**config.mk**
```make
export PLATFORM = sky130hd
export DESIGN_NAME = fetch_seq
export DESIGN_NICKNAME = d
export VERILOG_FILES = /design/src/mem_pkg.sv /design/src/fetch_seq.sv
export VERILOG_INCLUDE_DIRS = /design/src /design/src/include
export SDC_FILE = /design/constraint.sdc
export NUM_CORES = 1
export LEC_CHECK = 0
export BUFFER_PORTS_ARGS = -buffer_cell sky130_fd_sc_hd__buf_2
export CORE_MARGIN = 1.5
export CORE_UTILIZATION = 34
export CTS_CLUSTER_SIZE = 10
export DETAILED_ROUTE_END_ITERATION = 8
export GPL_ROUTABILITY_DRIVEN = 0
export GPL_TIMING_DRIVEN = 0
export PLACE_DENSITY = 0.8
export SYNTH_ARGS = -nofsm -noshare
export SYNTH_HDL_FRONTEND = slang
export SYNTH_SLANG_ARGS = --single-unit
```
**constraint.sdc**
```tcl
create_clock -name CLK -period 1.4 [get_ports CLK]
set_input_delay 0.07 -clock CLK [delete_from_list [all_inputs] [get_ports CLK]]
set_output_delay 0.07 -clock CLK [all_outputs]
set_load 0.02 [all_outputs]
```
**src/include/ram_consts.svh**
```systemverilog
// Geometry of the shared RAM
// Word address width, data width, byte lanes, offset bits
// Number of clients on the arbiter

`ifndef RAM_CONSTS_SVH
`define RAM_CONSTS_SVH

// Word address bits, 1024 words
`define RAM_AW 10

// Bits per RAM word
`define RAM_DW 64

// Byte lanes per word, also the write mask width
`define RAM_BYTES 8

// Byte offset bits within a word
`define RAM_OFS 3

// Fetch and load/store
`define ARB_CLIENTS 2

`endif

```
**src/mem_pkg.sv**
```systemverilog
// Shared types of the memory subsystem
// acc_size_e  width of a load/store access
// mem_word_u  one RAM word with byte, halfword and word views

`include "ram_consts.svh"

package mem_pkg;

   // Load/store access width
   typedef enum logic [1:0]
   {
      ACC_BYTE  = 2'd0,
      ACC_HALF  = 2'd1,
      ACC_WORD  = 2'd2,
      ACC_DWORD = 2'd3
   } acc_size_e;

   // One RAM word, little-endian lanes
   // Byte view for the write mask and byte loads
   // Halfword and word views for the wider lanes
   typedef union packed
   {
      // Eight byte lanes
      logic [`RAM_BYTES-1:0][7:0] b;
      // Four halfword lanes
      logic [`RAM_BYTES/2-1:0][15:0] h;
      // Two word lanes
      logic [`RAM_BYTES/4-1:0][31:0] w;
   } mem_word_u;

endpackage

```
**src/fetch_seq.sv**
```systemverilog
// Sequential instruction-word fetcher
// Reads consecutive words from a redirect address
// Drops a response left over from before a redirect

`include "ram_consts.svh"

module fetch_seq
(
   input  logic                    CLK,
   input  logic                    rst_n,
   input  logic                    run,
   input  logic                    redirect,
   input  logic [`RAM_AW-1:0]      redirect_addr,
   // Arbiter side
   output logic                    req,
   output logic [`RAM_AW-1:0]      addr,
   input  logic                    gnt,
   input  logic                    rvalid,
   input  mem_pkg::mem_word_u      rdata,
   // Fetched word out
   output logic                    valid,
   output logic [`RAM_AW-1:0]      word_addr,
   output logic [`RAM_DW-1:0]      word
);

   logic [`RAM_AW-1:0]   next_addr_q;
   logic [`RAM_AW-1:0]   issued_addr_q;
   logic                 pend_q;
   logic                 discard_q;

   // Request again as soon as the last response lands
   assign req  = run & (~pend_q | rvalid);
   assign addr = next_addr_q;

   always_ff @(posedge CLK)
   begin
      if (!rst_n)
      begin
         next_addr_q <= '0;
         pend_q      <= 1'b0;
         discard_q   <= 1'b0;
      end
      else
      begin
         // Waiting from grant to response
         if (gnt)
         begin
            pend_q <= 1'b1;
         end
         else if (rvalid)
         begin
            pend_q <= 1'b0;
         end

         // Redirect wins over the increment
         if (redirect)
         begin
            next_addr_q <= redirect_addr;
         end
         else if (gnt)
         begin
            next_addr_q <= next_addr_q + 1'b1;
         end

         // Old-sequence read still in flight after a redirect
         if (redirect)
         begin
            discard_q <= (pend_q & ~rvalid) | gnt;
         end
         else if (rvalid)
         begin
            discard_q <= 1'b0;
         end
      end
   end

   // Address of the read in flight
   always_ff @(posedge CLK)
   begin
      if (gnt)
      begin
         issued_addr_q <= next_addr_q;
      end
   end

   // A response in the redirect cycle is stale too
   assign valid     = rvalid & ~discard_q & ~redirect;
   assign word_addr = issued_addr_q;
   assign word      = rdata;

endmodule

```
# Word-level counts from Yosys, hierarchy flattened
# Index checks and enable logic that the tools add are counted.
# word_totals
register_bits	22
word_cells	23
# classes
addsub	1
n_mux	5
bitwise_logic	10
n_reduce_logical	3
# op_table
op	count
$mux W10	2
$add A10 B1 Y10 const B	1
$reduce_bool A2 Y1	3
$and A1 B1 Y1	4
$not A1 Y1	4
$mux W1	3
$or A1 B1 Y1	2

# Longest topological paths before layout
# Gate-level depths: netlist (run 1).
# logic_depth
depth_word	4
depth_mapped	5
depth_no_buf	4

# Worst setup path before layout (run 1)
# OpenSTA, ideal clock, no wires.
# synth_timing
path_kind	register -> register
from	register next_addr_q[0], in the netlist addr[0]
to	register next_addr_q[8], in the netlist addr[8]
t_arrival_ps	1359
required_time_ps	1338
slack_ps	-21
stages_incl_launch_ff	5
n_path_buf	0
synth_period_minus_slack_ps	1421
path_cell_list	dfxtp_1 ha_1 nand4_1 or4_1 nand3_1
# synth_between
elab_chain_cells	3
# synth_lines
item	line_no	rtl
from (decl)	fetch_seq.sv:26	logic [`RAM_AW-1:0] next_addr_q;
from (signal assigned)	fetch_seq.sv:58	next_addr_q <= redirect_addr;
from (signal assigned)	fetch_seq.sv:62	next_addr_q <= next_addr_q + 1'b1;
$add A10 B1 Y10	fetch_seq.sv:62	
$mux W10	fetch_seq.sv:60	else if (gnt)
$mux W10	fetch_seq.sv:56	if (redirect)
# Every way passes these cells. The select of a mux whose other input is x is not followed.
# A chain may end at the register's enable or synchronous reset.

# Worst setup path after layout (run 1)
# Ends and elaborated chain as after synthesis.

==> results of run 1 <==
[final cells by class]
class,count,area (µm²)
fillers,446,2155
flip-flops and latches,22,549.3
plain buffers,69,515.5
repair buffers,101,505.5
multi-input cells,66,455.4
well taps,52,65.06
clock buffers,3,41.29
clock inverters,1,30.03
inverters,2,7.507
[logic make-up (layout without fill, tap and decap cells)]
group / after synthesis / in the layout / synth area share
flops: 22 / 22 / 0.3582
xor+xnor: 4 / 4 / 0.02322
buf+inv: 71 / 176 / 0.3466
simple gates: 38 / 38 / 0.1683
compound gates: 22 / 22 / 0.08872
fa+ha+maj: 1 / 1 / 0.008291
mux: 1 / 1 / 0.006634
[placed cells by master, fill, tap and decap left out]
| cell type | n |
|---|---|
| edfxtp_1 | 10 |
| nand4_1 | 7 |
| and3b_1 | 1 |
| and2_1 | 5 |
| o21ai_0 | 11 |
| nand4bb_1 | 1 |
| dfxtp_1 | 9 |
| nor2b_1 | 3 |
| mux2i_1 | 1 |
| inv_1 | 1 |
| nand2b_1 | 1 |
| inv_2 | 1 |
| xor2_1 | 2 |
| a31oi_1 | 2 |
| nand3b_4 | 1 |
| buf_2 | 102 |
| nand2_1 | 5 |
| xnor2_1 | 2 |
| nor2_1 | 1 |
| clkbuf_8 | 3 |
| dfxtp_2 | 1 |
| nor3b_1 | 4 |
| dfxtp_4 | 2 |
| a21boi_0 | 1 |
| or3_1 | 1 |
| buf_6 | 2 |
| o2111ai_1 | 1 |
| ha_2 | 1 |
| nand3_1 | 3 |
| buf_4 | 64 |
| a21oi_1 | 2 |
| nand3_4 | 1 |
| or4_1 | 4 |
| clkbuf_1 | 2 |
| o211a_1 | 1 |
| o31ai_1 | 1 |
| bufinv_16 | 1 |
| o21a_1 | 1 |
| o211ai_1 | 2 |
[sequential cells by signal, indices dropped and copies added (netlist names)]
register / count
addr: 10
discard_q: 1
pend_q: 1
word_addr: 10
[power groups by stage]
stage	clock [W]	combinational (W)	sequential (W)
CTS	0.000599	0.000582	0.000758
floorplan	0	0.000352	0.000817
finish	0.000585	0.000576	0.000759
global placement	0	0.000574	0.000770
global route	0.000617	0.000614	0.000766
detailed placement	0	0.000581	0.000773
[worst paths after layout]
kind / from / to / slack (ns) / depth (start not counted)
worst max-delay path: addr[0] / addr[8] / 0.09 / 4
worst min-delay path: redirect_addr[3] / addr[3] / 0.07 / 3
worst max register to register: addr[0] / addr[8] / 0.09 / 4
worst min register to register: discard_q / discard_q / 0.48 / 2
[worst max-delay path, stage by stage, from the launching register on]
cell,delay [ns]
dfxtp_4,0.39
ha_2,0.21
nand4_1,0.13
or4_1,0.42
nand3_1,0.09
[stage by stage]
step / area, µm² / setup WS [ns] / hold slack (ns)
after floorplan: 1511 / 0.04101 / 0.1825
after global placement: 2082 / 0.08704 / 0.3393
after detailed placement: 2082 / 0.08037 / 0.3579
after CTS: 2153 / 0.03847 / 0.07736
after global routing: 2170 / 0.003226 / 0.07954
final: 2170 / 0.08977 / 0.07000
[routing by layer]
metal / up-vias / track usage / wire [µm]
met1: 636 / 0.1750 / 1525
met3: 5 / 0.07267 / 443
met5: - / 0 / 0
met2: 69 / 0.2778 / 2061
met4: 0 / 0.03846 / 38
li1: 697 / - / -
==> qor.log, run 1 <==
[final_layout] area growth from synthesis to layout 43.78%
[critical_path] kind of critical path register to register
[floorplan] number of rows in the core area 24
[clock_network] CTS tree done
[synthesis] Syn Std Cell Area 0.001509 mm²
[clock_network] clock root buffer clkbuf_8
[clock_network] number of H-tree levels 1
[critical_path] data arrival time of the critical path 1.51 ns
[timing] RSZ-0062 raised after global routing false
[global_route] via count of the first global-routing pass 1,287
[run_status] status completed
[synthesis] commonest cells in the synthesized netlist buf_4 (64), dfxtp_1 (12), o21ai_0 (11)
[synthesis] flip-flop cell with the highest count after synthesis dfxtp_1
[synthesis] count of state elements after synthesis 22
[power] portion of total power attributed to combinational logic 0.300
[synthesis] share of Yosys cell area claimed by the top area cell type 0.3184
[clock_network] clock network latency to the later pin of the worst-skew pair 0.27 ns
[drt] number of DRC violations after detailed-routing iteration 0 61
[power] power per cell area 885.3 mW/mm²
[synthesis] share of flip-flops with an asynchronous set or reset 0
[timing] final critical-path required period 1.310 ns
[synthesis] ranking of synthesized cells by area buf_4 (32%), edfxtp_1 (20%), dfxtp_1 (16%)
[timing] top achievable clock speed 0.7632 GHz
[drt] mean routed wirelength per cell 12.87 µm
[power] switching power summed over all nets 0.0005559 W
[timing] final setup vio count 0
[power] internal portion of total power 0.001365 W
[synthesis] Post-Syn Instances 159
[timing] Tightest Pin Transition 0.4062 ns
[power] Leakage 1.124 nW
[floorplan] Core ar. 0.004324 mm²
[global_route] global-route wire length before repair 6134 µm
[timing] Tcrit/Tclk final 0.9359
[timing] number of slew-limit violations in the final report 0
[timing] Layout Skew 0.007342 ns
[synthesis] library cell occupying the most area in the post-synthesis netlist buf_4
[synthesis] synth warn 0
[critical_path] critical path capture point type register
[clock_network] number of buffers created by CTS 3
[final_layout] share of cells above drive strength 1 0.6780
[timing] worst max-slew margin expressed relative to the limit 0.7292
[clock_network] CTS max path bufs 2
[job] max-cap violations 0
[placed_design] buffers added on ports 101
[global_route] antenna violations before repair 1
[floorplan] die area 0.004847 mm²
[drt] routed vias/inst 4.453
[critical_path] worst endpoint required time 1.60 ns
[clock_network] Post-CTS Resized 0
[floorplan] starting utilization of the core area 0.3490
[power] part of the total power dissipated in sequential elements 0.395
[floorplan] die outline width 69.62 µm
[final_layout] final net count 346
[floorplan] Top-Level Pins 166
[synthesis] part of the Yosys area used for sequential elements 0.3582
[floorplan] DIE HEIGHT 69.62 µm
[placed_design] Placed Instances 312
[drt] routed wire length 4068 µm
[critical_path] top fanout value on the critical path 7
[global_route] Remaining Overflow, GRT 0
[critical_path] CP Launch Type register
[synthesis] number of different library cells in the post-synthesis netlist 35
[timing] TNS Setup 0 ns
[power] total power consumption of the routed design 0.001921 W
[timing] final number of hold-violating endpoints 0
[final_layout] final core utilization 0.5017
[global_route] All-Layer GR Usage 0.1586
[drt] number of routed nets with antenna violations 0
[drt] detailed-route via count 1,407
[synthesis] most frequent cell after synthesis buf_4
[power] Max VDD drop 354.5 µV
[clock_network] CTS Sinks 22
[final_layout] non-filler cells, final 316
[synthesis] EDFF count, synth 10
[clock_network] CTS hold repair buffers 0
[clock_network] clock-pin transition on the worst setup and hold timing paths 0.08 ns
[global_route] pin count of the biggest net entering global routing 14
[synthesis] Mean Syn Cell Area 9.490 µm²
[drt] residual DRC count 0
[drt] iteration count of the initial detailed-routing pass 4
[worst_hold_path] path class of the lowest-slack min-delay path primary input to register
[power] clock group share of total power 0.305
[clock_network] # Post-CTS Setup Buffers 0
[power] switching part of the total power 0.2894
[synthesis] net count after synthesis 240
[final_layout] diode insertion count for antenna repair 0
No activity file was read; power rests on OpenSTA's default activity.
==> run 2, diff against run 1 <==
--- a/config.mk
+++ b/config.mk
@@ -6,6 +6,7 @@
 export SDC_FILE = /design/constraint.sdc
 export NUM_CORES = 1
 export LEC_CHECK = 0
+export ABC_AREA = 1
 export BUFFER_PORTS_ARGS = -buffer_cell sky130_fd_sc_hd__buf_2
 export CORE_MARGIN = 1.5
 export CORE_UTILIZATION = 34
@@ -13,7 +14,7 @@
 export DETAILED_ROUTE_END_ITERATION = 8
 export GPL_ROUTABILITY_DRIVEN = 0
 export GPL_TIMING_DRIVEN = 0
-export PLACE_DENSITY = 0.8
+export PLACE_DENSITY = 0.81
 export SYNTH_ARGS = -nofsm -noshare
 export SYNTH_HDL_FRONTEND = slang
 export SYNTH_SLANG_ARGS = --single-unit
==> qor.log, run 2 <==
[run_status] status completed [unchanged]
[critical_path] kind of critical path register to register [unchanged]
[clock_network] CTS Sinks 22 [unchanged]
[global_route] Remaining Overflow, GRT 0 [unchanged]
[floorplan] Core ar. 0.004086 mm² [was 0.004324 mm²]
[critical_path] worst endpoint required time 1.59 ns [was 1.60 ns]
[floorplan] Top-Level Pins 166 [unchanged]
[floorplan] die outline width 68.84 µm [was 69.62 µm]
[critical_path] data arrival time of the critical path 1.43 ns [was 1.51 ns]
[synthesis] EDFF count, synth 10 [unchanged]
[clock_network] number of H-tree levels 1 [unchanged]
[timing] final setup vio count 0 [unchanged]
[drt] iteration count of the initial detailed-routing pass 5 [was 4]
[floorplan] number of rows in the core area 23 [was 24]
[final_layout] diode insertion count for antenna repair 0 [unchanged]
[timing] crit path setup slack, layout 0.1564 ns [was 0.08977 ns]
[critical_path] critical path capture point type register [unchanged]
[synthesis] commonest cells in the synthesized netlist buf_4 (65), nand2_1 (20), dfxtp_1 (12), inv_1 (12) [was buf_4 (64), dfxtp_1 (12), o21ai_0 (11)]
[critical_path] CP Launch Type register [unchanged]
[global_route] pin count of the biggest net entering global routing 15 [was 14]
[clock_network] CTS tree done [unchanged]
[critical_path] launch point of the worst path addr[0] [unchanged]
[power] internal portion of total power 0.001215 W [was 0.001365 W]
[drt] detailed-route via count 1,456 [was 1,407]
[placed_design] DP Worst Slack 0.1269 ns [was 0.08037 ns]
[final_layout] most used cells in the layout excluding fill and tap cells buf_2 (102), buf_4 (65), nand2_1 (20) [was buf_2 (102), buf_4 (64), o21ai_0 (11)]
[worst_hold_path] launch point of the worst hold path rst_n [was redirect_addr[3]]
[critical_path] top fanout value on the critical path 6 [was 7]
[clock_network] clock-pin transition on the worst setup and hold timing paths 0.07 ns [was 0.08 ns]
[drt] residual DRC count 0 [unchanged]
[clock_network] clock network latency to the later pin of the worst-skew pair 0.26 ns [was 0.27 ns]
[drt] mean routed wirelength per cell 11.98 µm [was 12.87 µm]
[timing] number of slew-limit violations in the final report 0 [unchanged]
[synthesis] share of Yosys cell area claimed by the top area cell type 0.3311 [was 0.3184]
[timing] worst max-slew margin expressed relative to the limit 0.7393 [was 0.7292]
[clock_network] clock root buffer clkbuf_8 [unchanged]
[timing] Tightest Pin Transition 0.3907 ns [was 0.4062 ns]
[worst_hold_path] path class of the lowest-slack min-delay path primary input to register [unchanged]
[final_layout] leading cell type in the layout, fill and taps excluded buf_2 [unchanged]
[floorplan] DIE HEIGHT 68.84 µm [was 69.62 µm]
[synthesis] count of state elements after synthesis 22 [unchanged]
[global_route] antenna violations before repair 0 [was 1]
[synthesis] net count after synthesis 252 [was 240]
[power] power per cell area 835.0 mW/mm² [was 885.3 mW/mm²]
[power] clock group share of total power 0.257 [was 0.305]
[drt] number of DRC violations after detailed-routing iteration 0 115 [was 61]
[clock_network] CTS max path bufs 2 [unchanged]
[global_route] All-Layer GR Usage 0.1466 [was 0.1586]
[synthesis] number of different library cells in the post-synthesis netlist 26 [was 35]
[final_layout] share of cells above drive strength 1 0.6558 [was 0.6780]
[timing] TNS Setup 0 ns [unchanged]
[timing] Layout Skew 0.001181 ns [was 0.007342 ns]
[synthesis] most frequent cell after synthesis buf_4 [unchanged]
[global_route] global-route wire length before repair 5078 µm [was 6134 µm]
[job] max-cap violations 0 [unchanged]
[timing] Tcrit/Tclk final 0.8883 [was 0.9359]
[synthesis] share of flip-flops with an asynchronous set or reset 0 [unchanged]
[synthesis] synth warn 0 [unchanged]
[timing] final number of hold-violating endpoints 0 [unchanged]
[placed_design] buffers added on ports 101 [unchanged]
[synthesis] ranking of synthesized cells by area buf_4 (33%), edfxtp_1 (20%), dfxtp_1 (16%) [was buf_4 (32%), edfxtp_1 (20%), dfxtp_1 (16%)]
[synthesis] flip-flop cell with the highest count after synthesis dfxtp_1 [unchanged]
[floorplan] starting utilization of the core area 0.3607 [was 0.3490]
[clock_network] number of buffers created by CTS 3 [unchanged]
[timing] RSZ-0062 raised after global routing false [unchanged]
[synthesis] Post-Syn Instances 171 [was 159]
[synthesis] library cell occupying the most area in the post-synthesis netlist buf_4 [unchanged]
[final_layout] final net count 358 [was 346]
[critical_path] worst reg2reg startpoint addr[0] [unchanged]
[floorplan] die area 0.004739 mm² [was 0.004847 mm²]
[timing] top achievable clock speed 0.8041 GHz [was 0.7632 GHz]
[power] Max VDD drop 363.8 µV [was 354.5 µV]
[power] switching part of the total power 0.3068 [was 0.2894]
[drt] routed wire length 3905 µm [was 4068 µm]
[global_route] via count of the first global-routing pass 1,131 [was 1,287]
[clock_network] CTS hold repair buffers 0 [unchanged]
[power] part of the total power dissipated in sequential elements 0.426 [was 0.395]
[power] portion of total power attributed to combinational logic 0.317 [was 0.300]
[power] switching power summed over all nets 0.0005378 W [was 0.0005559 W]
[power] Leakage 1.157 nW [was 1.124 nW]
[synthesis] Syn Std Cell Area 0.001474 mm² [was 0.001509 mm²]
[final_layout] finished layout cell area 0.002100 mm² [was 0.002170 mm²]
[placed_design] area post-placement 0.002042 mm² [was 0.002082 mm²]
[synthesis] Mean Syn Cell Area 8.619 µm² [was 9.490 µm²]
[timing] final critical-path required period 1.244 ns [was 1.310 ns]
[drt] routed vias/inst 4.466 [was 4.453]
[final_layout] area growth from synthesis to layout 42.44% [was 43.78%]
[final_layout] final core utilization 0.5138 [was 0.5017]
[placed_design] HPWL after DPL 3354 µm
[synthesis] part of the Yosys area used for sequential elements 0.3667 [was 0.3582]
[drt] number of routed nets with antenna violations 0 [unchanged]
-- run 2: cell types whose count changed after synthesis, moves of 3 or more --
cell	delta
o21bai_1	+3
inv_1	+11
nand4_1	-5
and2_1	-5
nand3_1	+6
a22oi_1	+7
nand2_1	+15
o21ai_0	-9
nor3b_1	-4
or4_1	-4
nor2b_1	-3
a21oi_1	+8
-- run 2: cell families after synthesis --
| family | after synthesis | share of synthesized area |
|---|---|---|
| buffers and inverters | 80 | 0.3701 |
| and+or+nand+nor | 40 | 0.1299 |
| AOI/OAI and AO/OA | 26 | 0.1129 |
| DFF | 22 | 0.3667 |
| xor gates and xnor gates | 2 | 0.01189 |
| adders and majority gates | 1 | 0.008488 |
-- run 2: critical path, stage by stage, from the launching register on --
cell	delay, ns
dfxtp_2	0.38
ha_1	0.18
nand2_1	0.08
nor2_2	0.15
xor2_1	0.17
nand2_1	0.07
a21oi_1	0.12
-- run 2: metrics by stage --
| step | hold slack (ns) | instances | total power (W) |
|---|---|---|---|
| global placement | 0.2997 | 322 | 0.001312 |
| CTS | 0.03248 | 326 | 0.001770 |
| global route | 0.04050 | 326 | 0.001829 |
| floorplan | 0.1676 | 171 | 0.001144 |
| detailed placement | 0.3084 | 322 | 0.001322 |
| finish | 0.03695 | 326 | 0.001753 |
-- run 2: layout make-up --
cell class,count,area (µm²)
Tap cell,50,62.56
Fill cell,407,1987
Inverter,14,52.55
Buffer,66,493.0
Clock buffer,4,55.05
Sequential cell,22,543.0
Timing Repair Buffer,101,505.5
Multi-Input combinational cell,69,387.9
-- run 2: layer usage --
metal | vias up | track usage | wire, µm
li1 | 707 | - | -
met1 | 650 | 0.1505 | 1173
met2 | 93 | 0.2849 | 2300
met3 | 6 | 0.02273 | 359
met4 | 0 | 0.07108 | 72
met5 | - | 0 | 0
-- run 2: path summary, 6_finish.rpt --
check	endpoint	slack [ns]	cells after the start
worst max-delay path	addr[4]	0.16	6
worst min-delay path	addr[0]	0.04	3
worst max register to register	addr[4]	0.16	6
worst min register to register	word_addr[5]	0.46	0
-- run 2: power by group through the flow --
stage | registers (W) | logic (W) | clock network [W]
after floorplan | 0.000803 | 0.000341 | 0
after global placement | 0.000758 | 0.000554 | 0
after detailed placement | 0.000761 | 0.000561 | 0
after CTS | 0.000746 | 0.000562 | 0.000462
after global routing | 0.000754 | 0.000597 | 0.000478
final | 0.000747 | 0.000557 | 0.000450
-- run 2: timing repair --
item,4_1_cts,5_1_grt
endpoints found under the setup margin,0,2
resized for setup,0,2
setup buffers,0,0
==> run 3, diff against run 2 <==
--- a/config.mk
+++ b/config.mk
@@ -7,14 +7,15 @@
 export NUM_CORES = 1
 export LEC_CHECK = 0
 export ABC_AREA = 1
-export BUFFER_PORTS_ARGS = -buffer_cell sky130_fd_sc_hd__buf_2
-export CORE_MARGIN = 1.5
-export CORE_UTILIZATION = 34
+export CAP_MARGIN = 5
+export CORE_AREA = 2 2 63 65
 export CTS_CLUSTER_SIZE = 10
 export DETAILED_ROUTE_END_ITERATION = 8
+export DIE_AREA = 0 0 65 67
+export DONT_BUFFER_PORTS = 1
 export GPL_ROUTABILITY_DRIVEN = 0
 export GPL_TIMING_DRIVEN = 0
-export PLACE_DENSITY = 0.81
+export HOLD_SLACK_MARGIN = 0.05
 export SYNTH_ARGS = -nofsm -noshare
 export SYNTH_HDL_FRONTEND = slang
 export SYNTH_SLANG_ARGS = --single-unit
==> qor.log, run 3 (synthesized netlist as in run 2, its figures left out) <==
[run_status] status completed [unchanged]
[timing] TNS Setup 0 ns [unchanged]
[timing] RSZ-0062 raised after global routing false [unchanged]
[clock_network] clock root buffer clkbuf_8 [unchanged]
[final_layout] area growth from synthesis to layout 14.69% [was 42.44%]
[final_layout] register area 551.8 µm² [was 543.0 µm²]
[timing] Tcrit/Tclk final 0.9133 [was 0.8883]
[power] Max VDD drop 343.5 µV [was 363.8 µV]
[final_layout] footprint of the multi-input gates 387.9 µm² [unchanged]
[final_layout] diode insertion count for antenna repair 0 [unchanged]
[floorplan] DIE HEIGHT 67 µm [was 68.84 µm]
[floorplan] starting utilization of the core area 0.4087 [was 0.3607]
[power] Leakage 0.7808 nW [was 1.157 nW]
[final_layout] most used cells in the layout excluding fill and tap cells buf_4 (65), nand2_1 (20), inv_1 (12) [was buf_2 (102), buf_4 (65), nand2_1 (20)]
[floorplan] number of rows in the core area 22 [was 23]
[job] max-cap violations 0 [unchanged]
[clock_network] CTS max path bufs 2 [unchanged]
[final_layout] leading cell type in the layout, fill and taps excluded buf_4 [was buf_2]
[critical_path] top fanout value on the critical path 6 [unchanged]
[drt] routed vias/inst 5.116 [was 4.466]
[critical_path] count of buffering cells on the critical path with inverters included 0 [unchanged]
[placed_design] buffers added on ports 0 [was 101]
[drt] number of routed nets with antenna violations 0 [unchanged]
[critical_path] Crit path max-delay family flip-flops [unchanged]
[clock_network] number of H-tree levels 1 [unchanged]
[floorplan] die outline width 65 µm [was 68.84 µm]
[placed_design] HPWL after DPL 3844 µm [was 3354 µm]
[global_route] All-Layer GR Usage 0.2047 [was 0.1466]
[timing] worst hold slack after final layout 0.04739 ns [was 0.03695 ns]
[final_layout] number of inserted filler cells in the final layout 340 [was 407]
[final_layout] final net count 267 [was 358]
[timing] worst max-slew margin expressed relative to the limit 0.5423 [was 0.7393]
[clock_network] number of buffers created by CTS 3 [unchanged]
[final_layout] final core utilization 0.4688 [was 0.5138]
[timing] final critical-path required period 1.279 ns [was 1.244 ns]
[timing] final setup vio count 0 [unchanged]
[drt] residual DRC count 0 [unchanged]
[drt] routed wire length 4712 µm [was 3905 µm]
[timing] Layout Skew 0.003033 ns [was 0.001181 ns]
[clock_network] CTS Sinks 22 [unchanged]
[floorplan] Top-Level Pins 166 [unchanged]
[worst_hold_path] path class of the lowest-slack min-delay path primary input to register [unchanged]
[final_layout] finished layout cell area 0.001690 mm² [was 0.002100 mm²]
[clock_network] clock network latency to the later pin of the worst-skew pair 0.26 ns [about the same]
[critical_path] CP max-delay cell dfxtp_4 [was dfxtp_2]
[floorplan] die area 0.004355 mm² [was 0.004739 mm²]
[global_route] antenna violations before repair 0 [unchanged]
[critical_path] Max stage delay on crit path 0.42 ns [was 0.38 ns]
[critical_path] series of cell instances along the critical path ha_1 > nand2_1 > nor2_2 > xor2_1 > nand2_1 > a21oi_1 [unchanged]
[critical_path] library cell appearing most often on the critical path nand2_1 [unchanged]
[critical_path] critical path capture point type register [unchanged]
[critical_path] worst endpoint required time 1.58 ns [was 1.59 ns]
[placed_design] area post-placement 0.001534 mm² [was 0.002042 mm²]
[global_route] global-route wire length before repair 6451 µm [was 5078 µm]
[drt] number of DRC violations after detailed-routing iteration 0 111 [was 115]
[drt] iteration count of the initial detailed-routing pass 4 [was 5]
[drt] detailed-route via count 1,192 [was 1,456]
[global_route] Remaining Overflow, GRT 0 [unchanged]
[timing] final number of hold-violating endpoints 0 [unchanged]
[timing] number of slew-limit violations in the final report 0 [unchanged]
[clock_network] CTS tree done [unchanged]
[critical_path] kind of critical path register to register [unchanged]
[timing] top achievable clock speed 0.7821 GHz [was 0.8041 GHz]
[drt] mean routed wirelength per cell 20.22 µm [was 11.98 µm]
[critical_path] CP Launch Type register [unchanged]
[clock_network] clock-pin transition on the worst setup and hold timing paths 0.08 ns [was 0.07 ns]
[floorplan] Core ar. 0.003606 mm² [was 0.004086 mm²]
[global_route] via count of the first global-routing pass 1,167 [was 1,131]
[final_layout] share of cells above drive strength 1 0.4432 [was 0.6558]
[power] power per cell area 955.9 mW/mm² [was 835.0 mW/mm²]
[global_route] pin count of the biggest net entering global routing 13 [was 15]
[critical_path] data arrival time of the critical path 1.46 ns [was 1.43 ns]
[timing] Tightest Pin Transition 0.6804 ns [was 0.3907 ns]
==> run 3: cell types whose count changed in the layout (fill, tap and decap cells not counted) <==
| cell | change |
|---|---|
| dfxtp_4 | +2 |
| buf_2 | -101 |
| clkbuf_1 | +1 |
| clkbuf_8 | -1 |
| dlygate4sd3_1 | +10 |
| dfxtp_1 | -3 |
| dfxtp_2 | +1 |
==> run 3: worst register-to-register path, cell delays in order, from the launching register on <==
cell	delay [ns]
dfxtp_4	0.42
ha_1	0.19
nand2_1	0.10
nor2_2	0.15
xor2_1	0.16
nand2_1	0.06
a21oi_1	0.12
==> run 3: cell type report <==
class,instances,share of cell area
flip-flops and latches,22,0.3264
plain buffers,66,0.2916
multi-input cells,69,0.2295
repair buffers,10,0.05922
well taps,48,0.03553
inverters,14,0.03109
clock buffers,4,0.02665
==> run 3: where the power goes <==
| part | leakage, nW | switching, W | internal (W) |
|---|---|---|---|
| clock | 0.0228 | 0.000197 | 0.000203 |
| sequential | 0.204 | 0.0000838 | 0.000717 |
| combinational | 0.554 | 0.000243 | 0.000173 |
==> run 3: final timing paths <==
check / start / end / slack [ns] / cells after the start
setup / recovery: addr[0] / addr[4] / 0.12 / 6
hold / removal: redirect_addr[6] / addr[6] / 0.05 / 2
setup reg to reg: addr[0] / addr[4] / 0.12 / 6
hold reg to reg: pend_q / pend_q / 0.53 / 2
==> run 3: metal layers <==
| layer | vias to the layer above | routed length, µm | GRT usage |
|---|---|---|---|
| met4 | 0 | 93 | 0.06915 |
| met5 | - | 0 | 0 |
| met2 | 104 | 2222 | 0.3312 |
| met3 | 11 | 600 | 0.07264 |
| li1 | 525 | - | - |
| met1 | 552 | 1796 | 0.2521 |
==> run 3: through the flow <==
| step | instances | worst slack, ns | total power, W |
|---|---|---|---|
| 3_3_place_gp | 219 | -0.02225 | 0.001197 |
| 2_1_floorplan | 171 | 0.1070 | 0.001144 |
| 3_5_place_dp | 219 | -0.07220 | 0.001201 |
| 4_1_cts | 233 | 0.04651 | 0.001621 |
| 5_1_grt | 233 | 0.01132 | 0.001668 |
| 6_report | 233 | 0.1214 | 0.001616 |
==> run 3: repair_timing <==
action / 4_1_cts / 5_1_grt
hold buffers: 10 / 0
hold endpoints to repair: 18 / 0
endpoints found under the setup margin: 3 / 4
setup buffers: 0 / 0
resized for setup: 2 / 5
cloned: 0 / 0
